### src/rtl/axi_wr_demux_pkg.sv
// shared widths, default sizes and beat structs for the write demux
// a burst carries len + 1 beats; no strobes and no user fields

package axi_wr_demux_pkg;

  // ------------------------------
  // widths
  // ------------------------------
  localparam int unsigned IdWidth   = 4;
  localparam int unsigned AddrWidth = 16;
  localparam int unsigned DataWidth = 16;
  localparam int unsigned LenWidth  = 4;

  // default sizes, overridden from the top level
  localparam int unsigned DefNumMstPorts = 3;
  localparam int unsigned DefMaxTrans    = 4;
  localparam int unsigned DefLookBits    = 2;

  typedef logic [IdWidth-1:0]   id_t;
  typedef logic [AddrWidth-1:0] addr_t;
  typedef logic [DataWidth-1:0] data_t;
  typedef logic [LenWidth-1:0]  len_t;

  // ------------------------------
  // beat structs
  // ------------------------------
  typedef struct packed {
    id_t   id;
    addr_t addr;
    len_t  len;
  } aw_beat_t;

  typedef struct packed {
    data_t data;
    logic  last;
  } w_beat_t;

  // resp is the usual two-bit response code
  typedef struct packed {
    id_t        id;
    logic [1:0] resp;
  } b_beat_t;

endpackage

### src/rtl/id_table_if.sv
// lookup, push and pop lines of the in-flight ID table
// IDs here are already cut down to their low LookBits bits

`timescale 1ns/100ps

interface id_table_if #(
  parameter int unsigned NumMstPorts = axi_wr_demux_pkg::DefNumMstPorts,
  parameter int unsigned LookBits    = axi_wr_demux_pkg::DefLookBits
);

  localparam int unsigned SelWidth = (NumMstPorts > 1) ? $clog2(NumMstPorts) : 1;

  // lookup of the AW currently offered
  logic [LookBits-1:0] lookup_id;
  logic [SelWidth-1:0] lookup_sel;
  logic                occupied;
  logic                full;
  // admission of an AW
  logic                push;
  logic [LookBits-1:0] push_id;
  logic [SelWidth-1:0] push_sel;
  // retirement on a slave side B handshake
  logic                pop;
  logic [LookBits-1:0] pop_id;

  modport ctrl (
    output lookup_id, push, push_id, push_sel,
    input  lookup_sel, occupied, full
  );

  // the table side, also takes the pops from the B arbiter
  modport tbl_side (
    input  lookup_id, push, push_id, push_sel, pop, pop_id,
    output lookup_sel, occupied, full
  );

  modport retire (
    output pop, pop_id
  );

endinterface

### src/rtl/aw_route_ctrl.sv
// AW admission with a lock flag, valid goes only to the selected port
// a decision is pushed to the table and the W queue exactly once
// aw_beat_i and aw_sel_i must hold while aw_valid_i waits

`timescale 1ns/100ps

module aw_route_ctrl #(
  parameter int unsigned NumMstPorts = axi_wr_demux_pkg::DefNumMstPorts,
  parameter int unsigned LookBits    = axi_wr_demux_pkg::DefLookBits,
  localparam int unsigned SelWidth   = (NumMstPorts > 1) ? $clog2(NumMstPorts) : 1
) (
  input  logic                       clk_i,
  input  logic                       arst_n_i,
  input  logic                       aw_valid_i,
  input  axi_wr_demux_pkg::aw_beat_t aw_beat_i,
  input  logic [SelWidth-1:0]        aw_sel_i,
  output logic                       aw_ready_o,
  output logic [NumMstPorts-1:0]     mst_aw_valid_o,
  output axi_wr_demux_pkg::aw_beat_t mst_aw_beat_o,
  input  logic [NumMstPorts-1:0]     mst_aw_ready_i,
  input  logic                       wq_full_i,
  output logic                       wq_push_o,
  output logic [SelWidth-1:0]        wq_sel_o,
  id_table_if.ctrl                   tbl
);

  logic lock_q;
  logic lock_d;
  logic aw_valid;
  logic sel_ready;

  // table lookup and push both use the low ID bits of the offered AW
  assign tbl.lookup_id = aw_beat_i.id[LookBits-1:0];
  assign tbl.push_id   = aw_beat_i.id[LookBits-1:0];
  assign tbl.push_sel  = aw_sel_i;
  assign tbl.push      = wq_push_o;
  assign wq_sel_o      = aw_sel_i;

  // ------------------------------
  // admission
  // ------------------------------
  always_comb begin
    aw_valid  = 1'b0;
    wq_push_o = 1'b0;
    lock_d    = lock_q;
    if (lock_q) begin
      // decision already pushed, just wait for the handshake
      aw_valid = 1'b1;
      if (sel_ready) begin
        lock_d = 1'b0;
      end
    end else if (!tbl.full && !wq_full_i && aw_valid_i &&
                 (!tbl.occupied || (tbl.lookup_sel == aw_sel_i))) begin
      aw_valid  = 1'b1;
      wq_push_o = 1'b1;
      // no handshake yet, keep valid up without a second push
      if (!sel_ready) begin
        lock_d = 1'b1;
      end
    end
  end

  always_ff @(posedge clk_i or negedge arst_n_i) begin
    if (!arst_n_i) begin
      lock_q <= 1'b0;
    end else begin
      lock_q <= lock_d;
    end
  end

  // fan-out of valid, ready back from the selected port only
  always_comb begin
    mst_aw_valid_o = '0;
    sel_ready      = 1'b0;
    for (int i = 0; i < int'(NumMstPorts); i++) begin
      if (aw_sel_i == SelWidth'(i)) begin
        mst_aw_valid_o[i] = aw_valid;
        sel_ready         = mst_aw_ready_i[i];
      end
    end
  end

  assign aw_ready_o    = aw_valid & sel_ready;
  assign mst_aw_beat_o = aw_beat_i;

endmodule

### src/rtl/axi_wr_demux.sv
// write half of a demux, one slave port to NumMstPorts master ports
// aw_sel_i must stay stable with aw_valid_i and be below NumMstPorts
// W bursts follow AW order, bursts are never interleaved

`timescale 1ns/100ps

module axi_wr_demux #(
  parameter int unsigned NumMstPorts = axi_wr_demux_pkg::DefNumMstPorts,
  parameter int unsigned MaxTrans    = axi_wr_demux_pkg::DefMaxTrans,
  parameter int unsigned LookBits    = axi_wr_demux_pkg::DefLookBits,
  localparam int unsigned SelWidth   = (NumMstPorts > 1) ? $clog2(NumMstPorts) : 1
) (
  input  logic                                          clk_i,
  input  logic                                          arst_n_i,
  // slave AW
  input  logic                                          aw_valid_i,
  input  axi_wr_demux_pkg::aw_beat_t                    aw_beat_i,
  input  logic [SelWidth-1:0]                           aw_sel_i,
  output logic                                          aw_ready_o,
  // slave W
  input  logic                                          w_valid_i,
  input  axi_wr_demux_pkg::w_beat_t                     w_beat_i,
  output logic                                          w_ready_o,
  // slave B
  output logic                                          b_valid_o,
  output axi_wr_demux_pkg::b_beat_t                     b_beat_o,
  input  logic                                          b_ready_i,
  // master AW, beat is broadcast
  output logic [NumMstPorts-1:0]                        mst_aw_valid_o,
  output axi_wr_demux_pkg::aw_beat_t                    mst_aw_beat_o,
  input  logic [NumMstPorts-1:0]                        mst_aw_ready_i,
  // master W, beat is broadcast
  output logic [NumMstPorts-1:0]                        mst_w_valid_o,
  output axi_wr_demux_pkg::w_beat_t                     mst_w_beat_o,
  input  logic [NumMstPorts-1:0]                        mst_w_ready_i,
  // master B
  input  logic [NumMstPorts-1:0]                        mst_b_valid_i,
  input  axi_wr_demux_pkg::b_beat_t [NumMstPorts-1:0]   mst_b_beat_i,
  output logic [NumMstPorts-1:0]                        mst_b_ready_o
);

  // W queue handoff from the AW side
  logic                wq_push;
  logic [SelWidth-1:0] wq_sel;
  logic                wq_full;

  id_table_if #(
    .NumMstPorts ( NumMstPorts ),
    .LookBits    ( LookBits    )
  ) tbl_if ();

  // ------------------------------
  // AW admission and fan-out
  // ------------------------------
  aw_route_ctrl #(
    .NumMstPorts ( NumMstPorts ),
    .LookBits    ( LookBits    )
  ) u_aw_route_ctrl (
    .clk_i          ( clk_i          ),
    .arst_n_i       ( arst_n_i       ),
    .aw_valid_i     ( aw_valid_i     ),
    .aw_beat_i      ( aw_beat_i      ),
    .aw_sel_i       ( aw_sel_i       ),
    .aw_ready_o     ( aw_ready_o     ),
    .mst_aw_valid_o ( mst_aw_valid_o ),
    .mst_aw_beat_o  ( mst_aw_beat_o  ),
    .mst_aw_ready_i ( mst_aw_ready_i ),
    .wq_full_i      ( wq_full        ),
    .wq_push_o      ( wq_push        ),
    .wq_sel_o       ( wq_sel         ),
    .tbl            ( tbl_if.ctrl    )
  );

  id_flight_table #(
    .NumMstPorts ( NumMstPorts ),
    .MaxTrans    ( MaxTrans    ),
    .LookBits    ( LookBits    )
  ) u_id_flight_table (
    .clk_i    ( clk_i           ),
    .arst_n_i ( arst_n_i        ),
    .tbl      ( tbl_if.tbl_side )
  );

  // ------------------------------
  // W steering and B merge
  // ------------------------------
  w_steer #(
    .NumMstPorts ( NumMstPorts ),
    .MaxTrans    ( MaxTrans    )
  ) u_w_steer (
    .clk_i         ( clk_i         ),
    .arst_n_i      ( arst_n_i      ),
    .wq_push_i     ( wq_push       ),
    .wq_sel_i      ( wq_sel        ),
    .wq_full_o     ( wq_full       ),
    .w_valid_i     ( w_valid_i     ),
    .w_beat_i      ( w_beat_i      ),
    .w_ready_o     ( w_ready_o     ),
    .mst_w_valid_o ( mst_w_valid_o ),
    .mst_w_beat_o  ( mst_w_beat_o  ),
    .mst_w_ready_i ( mst_w_ready_i )
  );

  b_rr_arbiter #(
    .NumMstPorts ( NumMstPorts ),
    .LookBits    ( LookBits    )
  ) u_b_rr_arbiter (
    .clk_i         ( clk_i         ),
    .arst_n_i      ( arst_n_i      ),
    .mst_b_valid_i ( mst_b_valid_i ),
    .mst_b_beat_i  ( mst_b_beat_i  ),
    .mst_b_ready_o ( mst_b_ready_o ),
    .b_valid_o     ( b_valid_o     ),
    .b_beat_o      ( b_beat_o      ),
    .b_ready_i     ( b_ready_i     ),
    .tbl           ( tbl_if.retire )
  );

endmodule

### src/rtl/b_rr_arbiter.sv
// round-robin merge of master B responses onto the slave port
// a grant stays locked until b_ready_i, then the search restarts
// after the last served port

`timescale 1ns/100ps

module b_rr_arbiter #(
  parameter int unsigned NumMstPorts = axi_wr_demux_pkg::DefNumMstPorts,
  parameter int unsigned LookBits    = axi_wr_demux_pkg::DefLookBits
) (
  input  logic                                        clk_i,
  input  logic                                        arst_n_i,
  input  logic [NumMstPorts-1:0]                      mst_b_valid_i,
  input  axi_wr_demux_pkg::b_beat_t [NumMstPorts-1:0] mst_b_beat_i,
  output logic [NumMstPorts-1:0]                      mst_b_ready_o,
  output logic                                        b_valid_o,
  output axi_wr_demux_pkg::b_beat_t                   b_beat_o,
  input  logic                                        b_ready_i,
  id_table_if.retire                                  tbl
);

  localparam int unsigned SelWidth = (NumMstPorts > 1) ? $clog2(NumMstPorts) : 1;

  logic [SelWidth-1:0] last_q;
  logic [SelWidth-1:0] lock_idx_q;
  logic                lock_q;
  logic [SelWidth-1:0] pick;
  logic                found;
  int                  idx;

  // ------------------------------
  // grant selection
  // ------------------------------
  always_comb begin
    found = 1'b0;
    pick  = last_q;
    idx   = 0;
    // search starts one past the last served port
    for (int k = 1; k <= int'(NumMstPorts); k++) begin
      idx = (int'(last_q) + k) % int'(NumMstPorts);
      if (!found && mst_b_valid_i[idx]) begin
        found = 1'b1;
        pick  = SelWidth'(idx);
      end
    end
    // a stalled response keeps its grant
    if (lock_q) begin
      pick = lock_idx_q;
    end
  end

  assign b_valid_o = mst_b_valid_i[pick];
  assign b_beat_o  = mst_b_beat_i[pick];

  always_comb begin
    mst_b_ready_o       = '0;
    mst_b_ready_o[pick] = b_ready_i & mst_b_valid_i[pick];
  end

  always_ff @(posedge clk_i or negedge arst_n_i) begin
    if (!arst_n_i) begin
      last_q     <= SelWidth'(NumMstPorts - 1);
      lock_idx_q <= '0;
      lock_q     <= 1'b0;
    end else if (b_valid_o && b_ready_i) begin
      last_q <= pick;
      lock_q <= 1'b0;
    end else if (b_valid_o) begin
      lock_q     <= 1'b1;
      lock_idx_q <= pick;
    end
  end

  // each slave side handshake retires one outstanding write
  assign tbl.pop    = b_valid_o & b_ready_i;
  assign tbl.pop_id = b_beat_o.id[LookBits-1:0];

endmodule

### src/rtl/id_flight_table.sv
// outstanding write counters per low ID, each up to MaxTrans
// the stored select is only meaningful while its counter is nonzero

`timescale 1ns/100ps

module id_flight_table #(
  parameter int unsigned NumMstPorts = axi_wr_demux_pkg::DefNumMstPorts,
  parameter int unsigned MaxTrans    = axi_wr_demux_pkg::DefMaxTrans,
  parameter int unsigned LookBits    = axi_wr_demux_pkg::DefLookBits
) (
  input  logic        clk_i,
  input  logic        arst_n_i,
  id_table_if.tbl_side tbl
);

  localparam int unsigned SelWidth = (NumMstPorts > 1) ? $clog2(NumMstPorts) : 1;
  localparam int unsigned NumIds   = 2 ** LookBits;
  localparam int unsigned CntWidth = $clog2(MaxTrans + 1);

  logic [CntWidth-1:0] cnt_q [NumIds];
  logic [SelWidth-1:0] sel_q [NumIds];
  logic [NumIds-1:0]   occupied;
  logic [NumIds-1:0]   cnt_full;

  // ------------------------------
  // one counter per tracked ID
  // ------------------------------
  for (genvar i = 0; i < NumIds; i++) begin : gen_cnt
    logic push_hit;
    logic pop_hit;

    assign push_hit = tbl.push && (tbl.push_id == LookBits'(i));
    assign pop_hit  = tbl.pop && (tbl.pop_id == LookBits'(i));

    // push and pop together cancel out
    always_ff @(posedge clk_i or negedge arst_n_i) begin
      if (!arst_n_i) begin
        cnt_q[i] <= '0;
      end else if (push_hit && !pop_hit) begin
        cnt_q[i] <= cnt_q[i] + CntWidth'(1);
      end else if (pop_hit && !push_hit) begin
        cnt_q[i] <= cnt_q[i] - CntWidth'(1);
      end
    end

    // port select loads on every push of this ID
    always_ff @(posedge clk_i) begin
      if (push_hit) begin
        sel_q[i] <= tbl.push_sel;
      end
    end

    assign occupied[i] = |cnt_q[i];
    assign cnt_full[i] = (cnt_q[i] == CntWidth'(MaxTrans));
  end

  assign tbl.lookup_sel = sel_q[tbl.lookup_id];
  assign tbl.occupied   = occupied[tbl.lookup_id];
  // any full counter stalls all AWs
  assign tbl.full       = |cnt_full;

endmodule

### src/rtl/w_steer.sv
// select queue of MaxTrans entries, W beats go to the head port
// not fall-through, a pushed select is usable one cycle later

`timescale 1ns/100ps

module w_steer #(
  parameter int unsigned NumMstPorts = axi_wr_demux_pkg::DefNumMstPorts,
  parameter int unsigned MaxTrans    = axi_wr_demux_pkg::DefMaxTrans,
  localparam int unsigned SelWidth   = (NumMstPorts > 1) ? $clog2(NumMstPorts) : 1
) (
  input  logic                      clk_i,
  input  logic                      arst_n_i,
  input  logic                      wq_push_i,
  input  logic [SelWidth-1:0]       wq_sel_i,
  output logic                      wq_full_o,
  input  logic                      w_valid_i,
  input  axi_wr_demux_pkg::w_beat_t w_beat_i,
  output logic                      w_ready_o,
  output logic [NumMstPorts-1:0]    mst_w_valid_o,
  output axi_wr_demux_pkg::w_beat_t mst_w_beat_o,
  input  logic [NumMstPorts-1:0]    mst_w_ready_i
);

  localparam int unsigned PtrWidth = (MaxTrans > 1) ? $clog2(MaxTrans) : 1;
  localparam int unsigned CntWidth = $clog2(MaxTrans + 1);

  logic [SelWidth-1:0] mem [MaxTrans];
  logic [PtrWidth-1:0] wr_ptr_q;
  logic [PtrWidth-1:0] rd_ptr_q;
  logic [CntWidth-1:0] cnt_q;
  logic                empty;
  logic                pop;
  logic [SelWidth-1:0] head;

  assign empty     = (cnt_q == '0);
  assign wq_full_o = (cnt_q == CntWidth'(MaxTrans));
  assign head      = mem[rd_ptr_q];

  // ------------------------------
  // select queue
  // ------------------------------
  always_ff @(posedge clk_i) begin
    if (wq_push_i) begin
      mem[wr_ptr_q] <= wq_sel_i;
    end
  end

  always_ff @(posedge clk_i or negedge arst_n_i) begin
    if (!arst_n_i) begin
      wr_ptr_q <= '0;
      rd_ptr_q <= '0;
      cnt_q    <= '0;
    end else begin
      if (wq_push_i) begin
        wr_ptr_q <= (wr_ptr_q == PtrWidth'(MaxTrans - 1)) ? '0 : wr_ptr_q + PtrWidth'(1);
      end
      if (pop) begin
        rd_ptr_q <= (rd_ptr_q == PtrWidth'(MaxTrans - 1)) ? '0 : rd_ptr_q + PtrWidth'(1);
      end
      // count moves only when push and pop differ
      if (wq_push_i && !pop) begin
        cnt_q <= cnt_q + CntWidth'(1);
      end else if (pop && !wq_push_i) begin
        cnt_q <= cnt_q - CntWidth'(1);
      end
    end
  end

  // beat steering, nothing passes while the queue is empty
  always_comb begin
    mst_w_valid_o = '0;
    w_ready_o     = 1'b0;
    for (int i = 0; i < int'(NumMstPorts); i++) begin
      if (!empty && (head == SelWidth'(i))) begin
        mst_w_valid_o[i] = w_valid_i;
        w_ready_o        = mst_w_ready_i[i];
      end
    end
  end

  // head retires with the last beat of its burst
  assign pop          = w_valid_i & w_ready_o & w_beat_i.last;
  assign mst_w_beat_o = w_beat_i;

endmodule

### config.mk
export PLATFORM = sky130hd
export DESIGN_NAME = axi_wr_demux
export DESIGN_NICKNAME = d
export VERILOG_FILES = /design/src/rtl/axi_wr_demux_pkg.sv /design/src/rtl/id_table_if.sv /design/src/rtl/aw_route_ctrl.sv /design/src/rtl/axi_wr_demux.sv /design/src/rtl/b_rr_arbiter.sv /design/src/rtl/id_flight_table.sv /design/src/rtl/w_steer.sv
export SDC_FILE = /design/constraint.sdc
export NUM_CORES = 1
export LEC_CHECK = 0
export ABC_CLOCK_PERIOD_IN_PS = 8980
export BUFFER_PORTS_ARGS = -buffer_cell sky130_fd_sc_hd__buf_2
export CORE_MARGIN = 3
export CORE_UTILIZATION = 35
export CTS_BUF_LIST = sky130_fd_sc_hd__clkbuf_4 sky130_fd_sc_hd__clkbuf_8
export DETAILED_ROUTE_END_ITERATION = 7
export PLACE_DENSITY = 0.59
export RECOVER_POWER = 25
export SLEW_MARGIN = 20
export SYNTH_ARGS = -nofsm -noshare
export SYNTH_HDL_FRONTEND = slang
export SYNTH_SLANG_ARGS = --single-unit
### constraint.sdc
create_clock -name clk_i -period 8.98 [get_ports clk_i]
set_input_delay 1.347 -clock clk_i [delete_from_list [all_inputs] [get_ports clk_i]]
set_output_delay 1.347 -clock clk_i [all_outputs]
set_load 0.1 [all_outputs]
==> results.tsv <==
metric	value	unit
Peak Freq	191.5	MHz
Rows	33	
status	finished clean	
H-tree depth	2	
IO Count	134	
top post-synthesis cells by area	dfrtp_1, edfxtp_1, buf_4	
Clock Power Share	0.085	
TritonRoute pass-1 iters	6	
Finished Core Util	0.3820	
number of global-route vias before repair	2048	
Layout Skew	0.007611	ns
Root Buffer	clkbuf_8	
CP Launch Type	input pin	
Worst-path clk slew	0.07	ns
Netlist cell types	61	
Core ar.	8382	µm²
multi-input logic area	1531	µm²
max incr delay on CP	0.50	ns
Worst path depth	8	
post_cts resized	0	
dpl hpwl	4634	µm
most used cell, CP	buf_2	
Yosys reg bits	41	
Die X	99.63	µm
CTS tree	yes	
clk_lat worst skew	0.29	ns
Worst EP required	7.63	ns
Setup Buffers After CTS	0	
synth-to-layout area growth	4.364	%
period utilization	0.5815	
DRT Wirelength	5919	µm
number of clock sinks	41	
storage element area	1107	µm²
Critical Path Start	mst_b_valid_i[1]	
RePlAce Congestion	0.7734	
Yosys top cell area share	0.1958	
Final ANT Viol Nets	0	
Final Hold Viols	0	
largest net degree at the start of global routing	26	
r2r setup slk	4.83	ns
Sw Ratio	0.5665	
most common cell after layout, fill and taps aside	buf_2	
share of layout cells above drive strength 1	0.2718	
Reg power frac	0.240	
port bufs	57	
worst slew pin tran	1.443	ns
vias per inst	5.080	
Post-Synthesis Cells	293	
Final Cell Area	3202	µm²
Initial DRC Count	77	
cell at the slowest stage of the critical path	buf_2	
Comb power frac	0.674	
Power Density	428.8	nW/µm²
relative slew slack	0.03830	
Crit path max-delay family	compound AO/OA/AOI/OAI gates	
switching power	777.7	µW
All-Layer GR Usage	0.1217	
die area	9925	µm²
Non-Filler Instances	414	
most frequent cells in the layout	buf_2, dfrtp_1, nor2_1, nand2_1, inv_1	
worst vdd ir	0.3827	mV
count of pins over their slew limit	0	
post-synthesis cell area	3068	µm²
final setup margin	3.758	ns
crit-path cells	buf_2 > mux2i_1 > o21bai_4 > o311a_1 > a21oi_2 > and2_1 > o2bb2ai_1 > buf_2	
leakage power	1.385	nW
critical path endpoint	b_valid_o	
RSZ-0062 raised after global routing	false	
Vias	2103	
synthesized area per cell	10.47	µm²
post-DR wirelength/cell	14.30	µm
Post-synth EDFFs	16	
Placed Cells	406	
total negative slack	0	ns
Syn Nets	387	
RR Endpoint	u_id_flight_table.cnt_q[1]$_DFFE_PN0P_	
Clock Tree Buf Depth	2	
total CTS buffers	5	
min cycle time layout	5.222	ns
DR DRC count	0	
R2R depth	13	
fill count	833	
initial antenna violation count	0	
kind of critical path	in -> out	
Overflow after GRT	0	
Die Y	99.63	µm
async set or reset register ratio after synthesis	0.6098	
global-route wire length before repair	9908	µm
top fanout value on the critical path	16	
setup violators final	0	
Arrival @ worst endpoint	3.87	ns
Post-synth top flop	dfrtp_1	
internal power	595.2	µW
pre-CTS setup slack	3.746	ns
max-cap violation count	0	
hold_buf cts	0	
DP Area	3119	µm²
Worst R2R Start	u_b_rr_arbiter.last_q[0]$_DFFE_PN0P_	
Yosys top cell by area	dfrtp_1	
ant diodes	0	
Worst Setup End Kind	primary output	
Worst Path Buf+Inv	2	
# nets final	402	
Initial Util	0.3660	
yosys warns	0	
min-delay worst type	reg -> reg	
post-synthesis sequential area ratio	0.3609	
layout make-up:
cell class | instances | share of cell area
clock buffers | 6 | 0.02384
clock inverters | 2 | 0.003126
inverters | 17 | 0.01993
multi-input cells | 186 | 0.4783
flip-flops and latches | 41 | 0.3458
well taps | 105 | 0.04103
repair buffers | 57 | 0.08792
synth_stat cells, drive strengths merged (2+ instances only):
master	count
dfrtp	24
nor3	7
ha	14
and2	6
mux4	4
and2b	2
inv	17
nor2	18
nand2	18
nand3b	3
and3b	4
a21oi	5
xor2	12
xnor2	5
fa	5
edfxtp	16
buf	48
o21bai	2
o211ai	2
a221oi	2
mux2	8
nor3b	5
o22ai	4
o21ai	12
nand3	6
a2bb2oi	2
mux2i	12
nand2b	4
cells by family after synthesis:
| group | count (synthesis) | share of synthesized area |
|---|---|---|
| buffers and inverters | 66 | 0.1399 |
| AOI/OAI and AO/OA | 47 | 0.1268 |
| adders and majority gates | 19 | 0.08972 |
| xor gates and xnor gates | 17 | 0.04853 |
| and+or+nand+nor | 79 | 0.1350 |
| muxes | 24 | 0.09911 |
| DFF | 41 | 0.3609 |
layer usage:
metal  vias to the layer above  track usage  wire (µm)
met5                         -            0          0
met4                         0      0.03571         99
met3                        17      0.03156        387
met2                        80       0.1942       2656
met1                       984       0.1631       2776
li1                       1022            -          -
power by group through the flow:
stage	Clock [mW]	Sequential [mW]	Combinational (mW)
finish	0.117	0.330	0.926
global route	0.132	0.341	1.00
CTS	0.121	0.331	0.933
detailed placement	0	0.333	0.930
global placement	0	0.331	0.921
floorplan	0	0.317	0.883
stage by stage:
stage                     hold WS (ns)  power, mW
after global placement          0.4863      1.251
after detailed placement        0.4906      1.263
final                           0.5018      1.373
after global routing            0.5161      1.475
after CTS                       0.5053      1.385
after floorplan                 0.4573      1.200
registers in the layout, summed over array words and instances (netlist names):
signal / flops
u_b_rr_arbiter.lock_idx_q: 2
u_aw_route_ctrl.lock_q: 1
u_b_rr_arbiter.lock_q: 1
u_w_steer.mem: 8
u_id_flight_table.cnt_q: 12
u_w_steer.cnt_q: 3
u_b_rr_arbiter.last_q: 2
u_w_steer.wr_ptr_q: 2
u_w_steer.rd_ptr_q: 2
u_id_flight_table.sel_q: 8
worst min-delay path by stage:
| stage | startpoint | endpoint | slack, ns | cells after the start |
|---|---|---|---|---|
| 2_1_floorplan | u_b_rr_arbiter.lock_idx_q[1]$_DFFE_PN0P_ | u_b_rr_arbiter.lock_idx_q[1]$_DFFE_PN0P_ | 0.46 | 1 |
| 3_3_place_gp | u_id_flight_table.cnt_q[5]$_DFFE_PN0P_ | u_id_flight_table.cnt_q[5]$_DFFE_PN0P_ | 0.49 | 1 |
| 3_5_place_dp | u_id_flight_table.cnt_q[5]$_DFFE_PN0P_ | u_id_flight_table.cnt_q[5]$_DFFE_PN0P_ | 0.49 | 1 |
| 4_1_cts | u_id_flight_table.cnt_q[5]$_DFFE_PN0P_ | u_id_flight_table.cnt_q[5]$_DFFE_PN0P_ | 0.51 | 1 |
| 5_1_grt | u_id_flight_table.cnt_q[8]$_DFFE_PN0P_ | u_id_flight_table.cnt_q[8]$_DFFE_PN0P_ | 0.52 | 1 |
| 6_report | u_id_flight_table.cnt_q[8]$_DFFE_PN0P_ | u_id_flight_table.cnt_q[8]$_DFFE_PN0P_ | 0.50 | 1 |
Note: power is estimated with default switching activity, not from simulation.
